**config.mk**
```make
export PLATFORM = sky130hd
export DESIGN_NAME = decode_stage
export DESIGN_NICKNAME = d
export VERILOG_FILES = /design/src/source/decode_pkg.sv /design/src/source/inst_decoder.sv /design/src/source/operand_bypass.sv /design/src/source/decode_issue_reg.sv /design/src/source/decode_stage.sv
export SDC_FILE = /design/constraint.sdc
export NUM_CORES = 1
export LEC_CHECK = 0
export ABC_CLOCK_PERIOD_IN_PS = 25500
export BUFFER_PORTS_ARGS = -buffer_cell sky130_fd_sc_hd__buf_2
export CAP_MARGIN = 20
export CORE_AREA = 2 2 253 255
export DETAILED_ROUTE_END_ITERATION = 16
export DIE_AREA = 0 0 255 257
export GPL_ROUTABILITY_DRIVEN = 0
export SETUP_SLACK_MARGIN = 0.05
export SLEW_MARGIN = 40
export SYNTH_ARGS = -nofsm -noshare
export SYNTH_HDL_FRONTEND = slang
export SYNTH_HIERARCHICAL = 1
export SYNTH_SLANG_ARGS = --single-unit
```
**constraint.sdc**
```tcl
create_clock -name clk_i -period 25.5 [get_ports clk_i]
set_clock_uncertainty 0.2 [all_clocks]
set_input_delay 1.275 -clock clk_i [delete_from_list [all_inputs] [get_ports clk_i]]
set_output_delay 1.275 -clock clk_i [all_outputs]
set_load 0.03 [all_outputs]
```
**src/source/decode_pkg.sv**
```systemverilog
// shared widths, opcodes, instruction formats and packet types for the decode stage
`default_nettype none

package decode_pkg;

  localparam int XLEN       = 64;
  localparam int ILEN       = 32;
  localparam int REG_ADDR_W = 5;

  // major opcodes, instruction bits 6:2
  localparam logic [4:0] OPC_LUI      = 5'b01101;
  localparam logic [4:0] OPC_AUIPC    = 5'b00101;
  localparam logic [4:0] OPC_JAL      = 5'b11011;
  localparam logic [4:0] OPC_JALR     = 5'b11001;
  localparam logic [4:0] OPC_BRANCH   = 5'b11000;
  localparam logic [4:0] OPC_LOAD     = 5'b00000;
  localparam logic [4:0] OPC_STORE    = 5'b01000;
  localparam logic [4:0] OPC_OP_IMM   = 5'b00100;
  localparam logic [4:0] OPC_OP_IMM_W = 5'b00110;
  localparam logic [4:0] OPC_OP       = 5'b01100;
  localparam logic [4:0] OPC_OP_W     = 5'b01110;

  // operation class seen by execute
  localparam logic [2:0] CLS_ALU    = 3'd0;
  localparam logic [2:0] CLS_ALU_W  = 3'd1;
  localparam logic [2:0] CLS_LOAD   = 3'd2;
  localparam logic [2:0] CLS_STORE  = 3'd3;
  localparam logic [2:0] CLS_BRANCH = 3'd4;
  localparam logic [2:0] CLS_JUMP   = 3'd5;
  localparam logic [2:0] CLS_NONE   = 3'd7;

  // alu codes, branches put funct3 here instead
  localparam logic [3:0] ALU_ADD  = 4'd0;
  localparam logic [3:0] ALU_SUB  = 4'd1;
  localparam logic [3:0] ALU_SLL  = 4'd2;
  localparam logic [3:0] ALU_SLT  = 4'd3;
  localparam logic [3:0] ALU_SLTU = 4'd4;
  localparam logic [3:0] ALU_XOR  = 4'd5;
  localparam logic [3:0] ALU_SRL  = 4'd6;
  localparam logic [3:0] ALU_SRA  = 4'd7;
  localparam logic [3:0] ALU_OR   = 4'd8;
  localparam logic [3:0] ALU_AND  = 4'd9;

  // second operand source
  localparam logic [1:0] OP2_REG  = 2'd0;
  localparam logic [1:0] OP2_IMM  = 2'd1;
  localparam logic [1:0] OP2_FOUR = 2'd2;

  typedef struct packed {
    logic [6:0] funct7;
    logic [4:0] rs2;
    logic [4:0] rs1;
    logic [2:0] funct3;
    logic [4:0] rd;
    logic [6:0] opcode;
  } r_fmt_t;

  typedef struct packed {
    logic [11:0] imm;
    logic [4:0]  rs1;
    logic [2:0]  funct3;
    logic [4:0]  rd;
    logic [6:0]  opcode;
  } i_fmt_t;

  typedef struct packed {
    logic [6:0] imm_hi;
    logic [4:0] rs2;
    logic [4:0] rs1;
    logic [2:0] funct3;
    logic [4:0] imm_lo;
    logic [6:0] opcode;
  } s_fmt_t;

  typedef struct packed {
    logic       imm_12;
    logic [5:0] imm_10_5;
    logic [4:0] rs2;
    logic [4:0] rs1;
    logic [2:0] funct3;
    logic [3:0] imm_4_1;
    logic       imm_11;
    logic [6:0] opcode;
  } b_fmt_t;

  typedef struct packed {
    logic [19:0] imm;
    logic [4:0]  rd;
    logic [6:0]  opcode;
  } u_fmt_t;

  // one instruction word, read in whichever format the opcode calls for
  typedef union packed {
    r_fmt_t r_fmt;
    i_fmt_t i_fmt;
    s_fmt_t s_fmt;
    b_fmt_t b_fmt;
    u_fmt_t u_fmt;
  } inst_u;

  typedef struct packed {
    logic                  valid;
    logic                  is_load;
    logic [REG_ADDR_W-1:0] rd;
    logic [XLEN-1:0]       data;
  } fwd_t;

  typedef struct packed {
    logic [XLEN-1:0] pc;
    inst_u           inst;
  } fetch_pkt_t;

  typedef struct packed {
    logic [XLEN-1:0]       pc;
    logic [XLEN-1:0]       op1;
    logic [XLEN-1:0]       op2;
    logic [2:0]            cls;
    logic [3:0]            alu_op;
    logic [2:0]            mem_size;
    logic                  rd_we;
    logic [REG_ADDR_W-1:0] rd;
  } issue_pkt_t;

  typedef struct packed {
    logic [2:0]            cls;
    logic [3:0]            alu_op;
    logic [2:0]            mem_size;
    logic                  rd_we;
    logic [REG_ADDR_W-1:0] rd;
    logic [REG_ADDR_W-1:0] rs1;
    logic [REG_ADDR_W-1:0] rs2;
    logic                  rs1_used;
    logic                  rs2_used;
    logic                  op1_is_pc;
    logic [1:0]            op2_sel;
    logic                  is_jalr;
  } decoded_t;

endpackage

`default_nettype wire

```
**src/source/inst_decoder.sv**
```systemverilog
// combinational RV64I decoder: class, alu code, immediate and register usage of one instruction
`timescale 1ns/10ps
`default_nettype none

module inst_decoder import decode_pkg::*; (
  input  inst_u           inst_i,
  output decoded_t        dec_o,
  output logic [XLEN-1:0] imm_o
);

  logic [4:0]            opc;
  logic [2:0]            funct3;
  logic                  alt;
  logic                  m_ext;
  logic                  rd_wr;
  logic [REG_ADDR_W-1:0] rd;
  logic [XLEN-1:0]       imm_i_ext;
  logic [XLEN-1:0]       imm_s_ext;
  logic [XLEN-1:0]       imm_b_ext;
  logic [XLEN-1:0]       imm_u_ext;

  // funct3 plus bit 30 to alu code, sub only for register forms
  function automatic logic [3:0] alu_code(input logic [2:0] f3, input logic alt_bit,
                                          input logic allow_sub);
    logic [3:0] code;
    case (f3)
      3'b000:  code = (alt_bit && allow_sub) ? ALU_SUB : ALU_ADD;
      3'b001:  code = ALU_SLL;
      3'b010:  code = ALU_SLT;
      3'b011:  code = ALU_SLTU;
      3'b100:  code = ALU_XOR;
      3'b101:  code = alt_bit ? ALU_SRA : ALU_SRL;
      3'b110:  code = ALU_OR;
      default: code = ALU_AND;
    endcase
    return code;
  endfunction

  assign opc    = inst_i.r_fmt.opcode[6:2];
  assign funct3 = inst_i.r_fmt.funct3;
  assign alt    = inst_i.r_fmt.funct7[5];
  assign rd     = inst_i.r_fmt.rd;
  // mul/div share the OP opcodes, marked by funct7 bit 0
  assign m_ext  = inst_i.r_fmt.funct7[0];

  assign imm_i_ext = {{(XLEN-12){inst_i.i_fmt.imm[11]}}, inst_i.i_fmt.imm};
  assign imm_s_ext = {{(XLEN-12){inst_i.s_fmt.imm_hi[6]}}, inst_i.s_fmt.imm_hi,
                      inst_i.s_fmt.imm_lo};
  assign imm_b_ext = {{(XLEN-12){inst_i.b_fmt.imm_12}}, inst_i.b_fmt.imm_11,
                      inst_i.b_fmt.imm_10_5, inst_i.b_fmt.imm_4_1, 1'b0};
  assign imm_u_ext = {{(XLEN-32){inst_i.u_fmt.imm[19]}}, inst_i.u_fmt.imm, 12'b0};

  always_comb begin
    dec_o           = '0;
    dec_o.cls       = CLS_NONE;
    dec_o.alu_op    = ALU_ADD;
    dec_o.rs1       = inst_i.r_fmt.rs1;
    dec_o.rs2       = inst_i.r_fmt.rs2;
    dec_o.op2_sel   = OP2_REG;
    imm_o           = '0;
    rd_wr           = 1'b0;

    case (opc)
      OPC_OP, OPC_OP_W: begin
        if (!m_ext) begin
          dec_o.cls      = (opc == OPC_OP_W) ? CLS_ALU_W : CLS_ALU;
          dec_o.alu_op   = alu_code(funct3, alt, 1'b1);
          dec_o.rs1_used = 1'b1;
          dec_o.rs2_used = 1'b1;
          rd_wr          = 1'b1;
        end
      end
      OPC_OP_IMM, OPC_OP_IMM_W: begin
        dec_o.cls      = (opc == OPC_OP_IMM_W) ? CLS_ALU_W : CLS_ALU;
        // bit 30 of the I immediate picks srai over srli
        dec_o.alu_op   = alu_code(funct3, inst_i.i_fmt.imm[10], 1'b0);
        dec_o.rs1_used = 1'b1;
        dec_o.op2_sel  = OP2_IMM;
        imm_o          = imm_i_ext;
        rd_wr          = 1'b1;
      end
      OPC_LOAD: begin
        dec_o.cls      = CLS_LOAD;
        dec_o.mem_size = funct3;
        dec_o.rs1_used = 1'b1;
        dec_o.op2_sel  = OP2_IMM;
        imm_o          = imm_i_ext;
        rd_wr          = 1'b1;
      end
      OPC_STORE: begin
        dec_o.cls      = CLS_STORE;
        dec_o.mem_size = funct3;
        dec_o.rs1_used = 1'b1;
        dec_o.rs2_used = 1'b1;
        imm_o          = imm_s_ext;
      end
      OPC_BRANCH: begin
        dec_o.cls      = CLS_BRANCH;
        dec_o.alu_op   = {1'b0, funct3};
        dec_o.rs1_used = 1'b1;
        dec_o.rs2_used = 1'b1;
        imm_o          = imm_b_ext;
      end
      OPC_LUI, OPC_AUIPC: begin
        dec_o.cls       = CLS_ALU;
        dec_o.op1_is_pc = (opc == OPC_AUIPC);
        dec_o.op2_sel   = OP2_IMM;
        imm_o           = imm_u_ext;
        rd_wr           = 1'b1;
      end
      OPC_JAL: begin
        dec_o.cls       = CLS_JUMP;
        dec_o.op1_is_pc = 1'b1;
        dec_o.op2_sel   = OP2_FOUR;
        rd_wr           = 1'b1;
      end
      OPC_JALR: begin
        dec_o.cls       = CLS_JUMP;
        dec_o.rs1_used  = 1'b1;
        dec_o.op1_is_pc = 1'b1;
        dec_o.op2_sel   = OP2_FOUR;
        dec_o.is_jalr   = 1'b1;
        imm_o           = imm_i_ext;
        rd_wr           = 1'b1;
      end
      default: begin
      end
    endcase

    // writes to x0 are dropped here
    dec_o.rd_we = rd_wr && (rd != '0);
    dec_o.rd    = dec_o.rd_we ? rd : '0;
  end

  always_comb begin
    assert (!dec_o.rs2_used || dec_o.rs1_used)
      else $error("inst_decoder: rs2 used without rs1");
  end

endmodule

`default_nettype wire

```
**src/source/operand_bypass.sv**
```systemverilog
// operand selection for decode with ex/mem forwarding and the load-use stall
`timescale 1ns/10ps
`default_nettype none

module operand_bypass import decode_pkg::*; (
  input  decoded_t              dec_i,
  input  logic [XLEN-1:0]       imm_i,
  input  logic [XLEN-1:0]       pc_i,
  input  logic [XLEN-1:0]       rs1_data_i,
  input  logic [XLEN-1:0]       rs2_data_i,
  input  fwd_t                  ex_fwd_i,
  input  fwd_t                  mem_fwd_i,
  output logic [REG_ADDR_W-1:0] rs1_addr_o,
  output logic [REG_ADDR_W-1:0] rs2_addr_o,
  output logic [XLEN-1:0]       op1_o,
  output logic [XLEN-1:0]       op2_o,
  output logic [XLEN-1:0]       jalr_target_o,
  output logic                  stall_o
);

  logic [XLEN-1:0] rs1_val;
  logic [XLEN-1:0] rs2_val;
  logic [XLEN-1:0] jalr_sum;
  logic            ex_load_hit;

  // ex wins over mem, x0 always takes the regfile value
  function automatic logic [XLEN-1:0] fwd_value(input logic [REG_ADDR_W-1:0] addr,
                                                input logic [XLEN-1:0] rf_data,
                                                input fwd_t ex, input fwd_t mem);
    logic [XLEN-1:0] val;
    if (addr == '0) begin
      val = rf_data;
    end else if (ex.valid && (ex.rd == addr)) begin
      val = ex.data;
    end else if (mem.valid && (mem.rd == addr)) begin
      val = mem.data;
    end else begin
      val = rf_data;
    end
    return val;
  endfunction

  // unused sources read x0
  assign rs1_addr_o = dec_i.rs1_used ? dec_i.rs1 : '0;
  assign rs2_addr_o = dec_i.rs2_used ? dec_i.rs2 : '0;

  assign rs1_val = fwd_value(rs1_addr_o, rs1_data_i, ex_fwd_i, mem_fwd_i);
  assign rs2_val = fwd_value(rs2_addr_o, rs2_data_i, ex_fwd_i, mem_fwd_i);

  always_comb begin
    if (dec_i.op1_is_pc) begin
      op1_o = pc_i;
    end else if (dec_i.rs1_used) begin
      op1_o = rs1_val;
    end else begin
      op1_o = '0;
    end
  end

  always_comb begin
    case (dec_i.op2_sel)
      OP2_REG:  op2_o = rs2_val;
      OP2_IMM:  op2_o = imm_i;
      OP2_FOUR: op2_o = 64'd4;
      default:  op2_o = '0;
    endcase
  end

  assign jalr_sum      = rs1_val + imm_i;
  assign jalr_target_o = {jalr_sum[XLEN-1:1], 1'b0};

  // load in ex has no data yet, hold the consumer one cycle
  assign ex_load_hit = ex_fwd_i.valid && ex_fwd_i.is_load && (ex_fwd_i.rd != '0);
  assign stall_o     = ex_load_hit &&
                       ((ex_fwd_i.rd == rs1_addr_o) || (ex_fwd_i.rd == rs2_addr_o));

  always_comb begin
    assert (!stall_o || dec_i.rs1_used || dec_i.rs2_used)
      else $error("operand_bypass: stall with no source used");
  end

endmodule

`default_nettype wire

```
**src/source/decode_issue_reg.sv**
```systemverilog
// issue packet register between decode and execute with handshake and jalr redirect
`timescale 1ns/10ps
`default_nettype none

module decode_issue_reg import decode_pkg::*; (
  input  logic            clk_i,
  input  logic            rst_n_i,
  input  logic            in_valid_i,
  input  decoded_t        dec_i,
  input  logic [XLEN-1:0] pc_i,
  input  logic [XLEN-1:0] op1_i,
  input  logic [XLEN-1:0] op2_i,
  input  logic [XLEN-1:0] jalr_target_i,
  input  logic            stall_i,
  input  logic            out_ready_i,
  output logic            in_ready_o,
  output issue_pkt_t      out_pkt_o,
  output logic            out_valid_o,
  output logic            redirect_o,
  output logic [XLEN-1:0] redirect_pc_o
);

  logic accept;
  logic keep;

  assign in_ready_o = (!out_valid_o || out_ready_i) && !stall_i;
  assign accept     = in_valid_i && in_ready_o;
  // the word taken while redirect is up is from the old path
  assign keep       = accept && !redirect_o;

  always_ff @(posedge clk_i) begin
    if (!rst_n_i) begin
      out_valid_o <= 1'b0;
      redirect_o  <= 1'b0;
    end else begin
      redirect_o <= keep && dec_i.is_jalr;
      if (keep) begin
        out_valid_o <= 1'b1;
      end else if (out_ready_i) begin
        out_valid_o <= 1'b0;
      end
    end
  end

  always_ff @(posedge clk_i) begin
    if (keep) begin
      out_pkt_o.pc       <= pc_i;
      out_pkt_o.op1      <= op1_i;
      out_pkt_o.op2      <= op2_i;
      out_pkt_o.cls      <= dec_i.cls;
      out_pkt_o.alu_op   <= dec_i.alu_op;
      out_pkt_o.mem_size <= dec_i.mem_size;
      out_pkt_o.rd_we    <= dec_i.rd_we;
      out_pkt_o.rd       <= dec_i.rd;
    end
  end

  // target stays put until the next jalr
  always_ff @(posedge clk_i) begin
    if (keep && dec_i.is_jalr) begin
      redirect_pc_o <= jalr_target_i;
    end
  end

  a_hold_pkt: assert property (@(posedge clk_i) disable iff (!rst_n_i)
    out_valid_o && !out_ready_i |=> out_valid_o && $stable(out_pkt_o))
    else $error("decode_issue_reg: packet changed under back-pressure");

  a_redirect_pulse: assert property (@(posedge clk_i) disable iff (!rst_n_i)
    redirect_o |=> !redirect_o)
    else $error("decode_issue_reg: redirect held two cycles");

endmodule

`default_nettype wire

```
**src/source/decode_stage.sv**
```systemverilog
// top of the decode stage, decoder and bypass feeding the issue register
`timescale 1ns/10ps
`default_nettype none

module decode_stage import decode_pkg::*; (
  input  logic                  clk_i,
  input  logic                  rst_n_i,
  input  fetch_pkt_t            in_pkt_i,
  input  logic                  in_valid_i,
  output logic                  in_ready_o,
  output logic [REG_ADDR_W-1:0] rs1_addr_o,
  output logic [REG_ADDR_W-1:0] rs2_addr_o,
  input  logic [XLEN-1:0]       rs1_data_i,
  input  logic [XLEN-1:0]       rs2_data_i,
  input  fwd_t                  ex_fwd_i,
  input  fwd_t                  mem_fwd_i,
  output issue_pkt_t            out_pkt_o,
  output logic                  out_valid_o,
  input  logic                  out_ready_i,
  output logic                  redirect_o,
  output logic [XLEN-1:0]       redirect_pc_o
);

  decoded_t        dec;
  logic [XLEN-1:0] imm;
  logic [XLEN-1:0] op1;
  logic [XLEN-1:0] op2;
  logic [XLEN-1:0] jalr_target;
  logic            stall;

  inst_decoder inst_decoder_i (
    .inst_i (in_pkt_i.inst),
    .dec_o  (dec),
    .imm_o  (imm)
  );

  operand_bypass operand_bypass_i (
    .dec_i         (dec),
    .imm_i         (imm),
    .pc_i          (in_pkt_i.pc),
    .rs1_data_i    (rs1_data_i),
    .rs2_data_i    (rs2_data_i),
    .ex_fwd_i      (ex_fwd_i),
    .mem_fwd_i     (mem_fwd_i),
    .rs1_addr_o    (rs1_addr_o),
    .rs2_addr_o    (rs2_addr_o),
    .op1_o         (op1),
    .op2_o         (op2),
    .jalr_target_o (jalr_target),
    .stall_o       (stall)
  );

  decode_issue_reg decode_issue_reg_i (
    .clk_i         (clk_i),
    .rst_n_i       (rst_n_i),
    .in_valid_i    (in_valid_i),
    .dec_i         (dec),
    .pc_i          (in_pkt_i.pc),
    .op1_i         (op1),
    .op2_i         (op2),
    .jalr_target_i (jalr_target),
    .stall_i       (stall),
    .out_ready_i   (out_ready_i),
    .in_ready_o    (in_ready_o),
    .out_pkt_o     (out_pkt_o),
    .out_valid_o   (out_valid_o),
    .redirect_o    (redirect_o),
    .redirect_pc_o (redirect_pc_o)
  );

endmodule

`default_nettype wire

```
==> flow_metrics.tcl <==
set metrics [dict create \
    clockBufferDepth 3 \
    synth_edf_count 272 \
    cp-start-kind "input port" \
    first_pass_iters 6 \
    cp.arrival_ps 9120 \
    clock_latency_ps 540 \
    grt_pass1_wl_um 112400 \
    layout.nets 2841 \
    place_ws_ps 16050 \
    drv_slew 0 \
    cts_resized 0 \
    grt_usage_pct 23.23 \
    synth_top_area_share_pct 46.61 \
    power_density_mw_per_mm2 59.69 \
    die_y_um 257 \
    cap_violations 0 \
    drc 0 \
    post-route-min-period_ps 9031 \
    dp_hpwl_um 60170 \
    synth_fp_nets 2290 \
    vias 17560 \
    finalHoldViolations 0 \
    holdCritPathClass "reg2reg" \
    critical_path_peak_fanout 39 \
    ctsHtreeMaxLevel 2 \
    hold_end "decode_issue_reg_i/out_valid_o$_SDFFE_PN0P_" \
    rows 92 \
    initial_utilization_pct 27.93 \
    setup_tns_ps 0 \
    r2r-start "decode_issue_reg_i/redirect_o$_SDFF_PN0_" \
    port-buffer-count 651 \
    cts_sinks 274 \
    peakVddDrop_uv 42.04 \
    end_kind "flop" \
    synth_largest_area_cell "edfxtp_1" \
    dieArea_mm2 0.06554 \
    max_freq_ghz 0.1107 \
    hold_start "decode_issue_reg_i/redirect_o$_SDFF_PN0_" \
    numPlacedInstances 3210 \
    synthTopCellsByCount "nand2_1, edfxtp_1, nor2_1" \
    post_cts_buffers 0 \
    finalCritPeriodShare_pct 35.42 \
    antenna_left 0 \
    cts_hold_buf 0 \
    vias_per_cell 5.353 \
    grt_pass1_vias 17300 \
    initialDrtViolationCount 1886 \
    hold_depth 2 \
    synthCells 1851 \
    yosysWarnings 6 \
    leakagePower_uw 0.009821 \
    async_flop_share_pct 0 \
    grt_max_degree 126 \
    clk_pin_slew_ps 60 \
    finalSetupViolations 0 \
    startpoint "in_pkt_i[6]" \
    ios 655 \
    cts-root-buf "clkbuf_16" \
    r2r-end "decode_issue_reg_i/out_pkt_o[21]$_DFFE_PP_" \
    worst_pin_slew_ps 898.5 \
    antenna_found_initial 22 \
    relSlewSlack_pct 40.10 \
    setup.worst_path.class "in2reg" \
    ys_dominant_reg_cell "edfxtp_1" \
    reg2reg_depth 4 \
    cts_buffers 36 \
    synth.area.top_cells "edfxtp_1, nand2_1, ha_1, o21ai_0, a21oi_1" \
    syn_area_mm2 0.01752 \
    cp.required_ps 25590 \
    wl_per_cell_um 24.42 \
    synth.yosys.seq_area_share_pct 46.84 \
    layout-drive-gt1-share_pct 31.71 \
    synth.most_common_cell "nand2_1" \
    cts_tree "yes" \
    die_w_um 255 \
    fin_util_pct 35.86 \
    rsz0062_at_grt "no" \
    ys_types 82 \
    syn_area_per_cell_um2 9.467 \
    drt_wl_total_um 80140 \
    setup_slack_ps 16470 \
    reg2reg_setup_slack_ps 22840 \
    area_growth_pct 28.37 \
    synth-seq-cells 274 \
    stdcell_count 3281 \
    status "finished, final reports clean" \
    overflow 0 \
    core_mm2 0.06274 \
]
[final cells by class]
cell class	count	area [um^2]
fill	6440	40240
multi-input combinational	1377	8471
sequential	274	8208
timing repair buffer	676	3473
tap	846	1059
clock buffer	43	948.4
clock inverter	18	171.4
inverter	37	138.9
antenna	10	25.02
[worst max-delay path, cell delays in order]
cell       delay, ps
buf_2            180
nor2_1           460
nand4b_1         330
nand2_4          260
nand2_2          110
o32a_1           370
a2111oi_4        680
nor2b_4          550
buf_4            560
a22oi_1          120
o21ai_0          600
ha_1             440
a21oi_1          200
o21ai_0          190
a211o_1          280
o211ai_1         510
a211oi_1         280
o31ai_2          570
o21ai_1          190
a41o_1           360
a211o_1          290
a21oi_1          180
xnor2_1           90
[routing by layer]
layer  GRT usage [%]  part of all wire [%]  up-vias
met4           10.43                   4.3        6
li1                -                     -     7875
met1           28.12                    39     8428
met5               0                 0.046        -
met2           38.52                    47     1060
met3           6.079                   9.8      195
[where the power goes]
part | internal, uW | leakage, uW | switching, uW
sequential | 533 | 0.00263 | 6.57
clock | 295 | 0.000546 | 202
combinational | 95.5 | 0.00664 | 210
total | 923 | 0.00982 | 419
[cell families after synthesis]
group	after synthesis	share of synthesized area [%]
xor+xnor	77	3.849
buf+inv	200	5.469
fa+ha+maj	69	4.970
compound gates	606	22.31
other cells	1	0.02140
flops	274	46.84
simple gates	590	14.59
mux	34	1.942
[through the flow]
step           hold WS (ps)  area (um^2)  total power (uW)
2_1_floorplan         558.0        17520             746.5
6_report              443.7        22490              1343
4_1_cts               448.5        22470              1353
3_5_place_dp          403.3        21350             850.6
3_3_place_gp          402.8        21330             846.2
5_1_grt               477.8        22490              1393
[how the worst max path moves through the flow]
| stage | end | slack [ps] | depth (start not counted) |
|---|---|---|---|
| floorplan | decode_issue_reg_i/out_pkt_o[0]$_DFFE_PP_ | 6550 | 12 |
| global placement | decode_issue_reg_i/redirect_pc_o[62]$_DFFE_PP_ | 15680 | 23 |
| detailed placement | decode_issue_reg_i/redirect_pc_o[62]$_DFFE_PP_ | 16050 | 23 |
| CTS | decode_issue_reg_i/redirect_pc_o[62]$_DFFE_PP_ | 16600 | 23 |
| global route | decode_issue_reg_i/redirect_pc_o[62]$_DFFE_PP_ | 16010 | 23 |
| finish | decode_issue_reg_i/redirect_pc_o[62]$_DFFE_PP_ | 16470 | 23 |
[flip-flops by register name (all words and copies together) (netlist names)]
signal	cells
decode_issue_reg_i/redirect_o	1
decode_issue_reg_i/redirect_pc_o	64
decode_issue_reg_i/out_valid_o	1
decode_issue_reg_i/out_pkt_o	208
[cell usage in the layout, fill, tap and decap left out, drive strengths merged, types with 6 or more instances in the layout]
cell,synthesis,final
o22ai,36,36
o21bai,17,17
xnor2,50,50
a22oi,65,65
nor2b,13,13
xor2,27,27
edfxtp,272,272
clkinv,0,12
a31oi,10,10
diode,0,10
and2,10,10
mux2i,34,34
o31ai,7,7
nand3,16,16
nor3,16,16
a21o,40,40
nand4,11,11
a21oi,137,137
inv,37,38
nand2,292,292
and3,7,7
nor2,174,174
a221oi,6,6
nand2b,18,18
clkbuf,94,43
o21ai,173,173
ha,68,68
buf,69,676
a211oi,70,70
o21a,7,7
or2,6,6
Power figures use the tool's default switching activity.
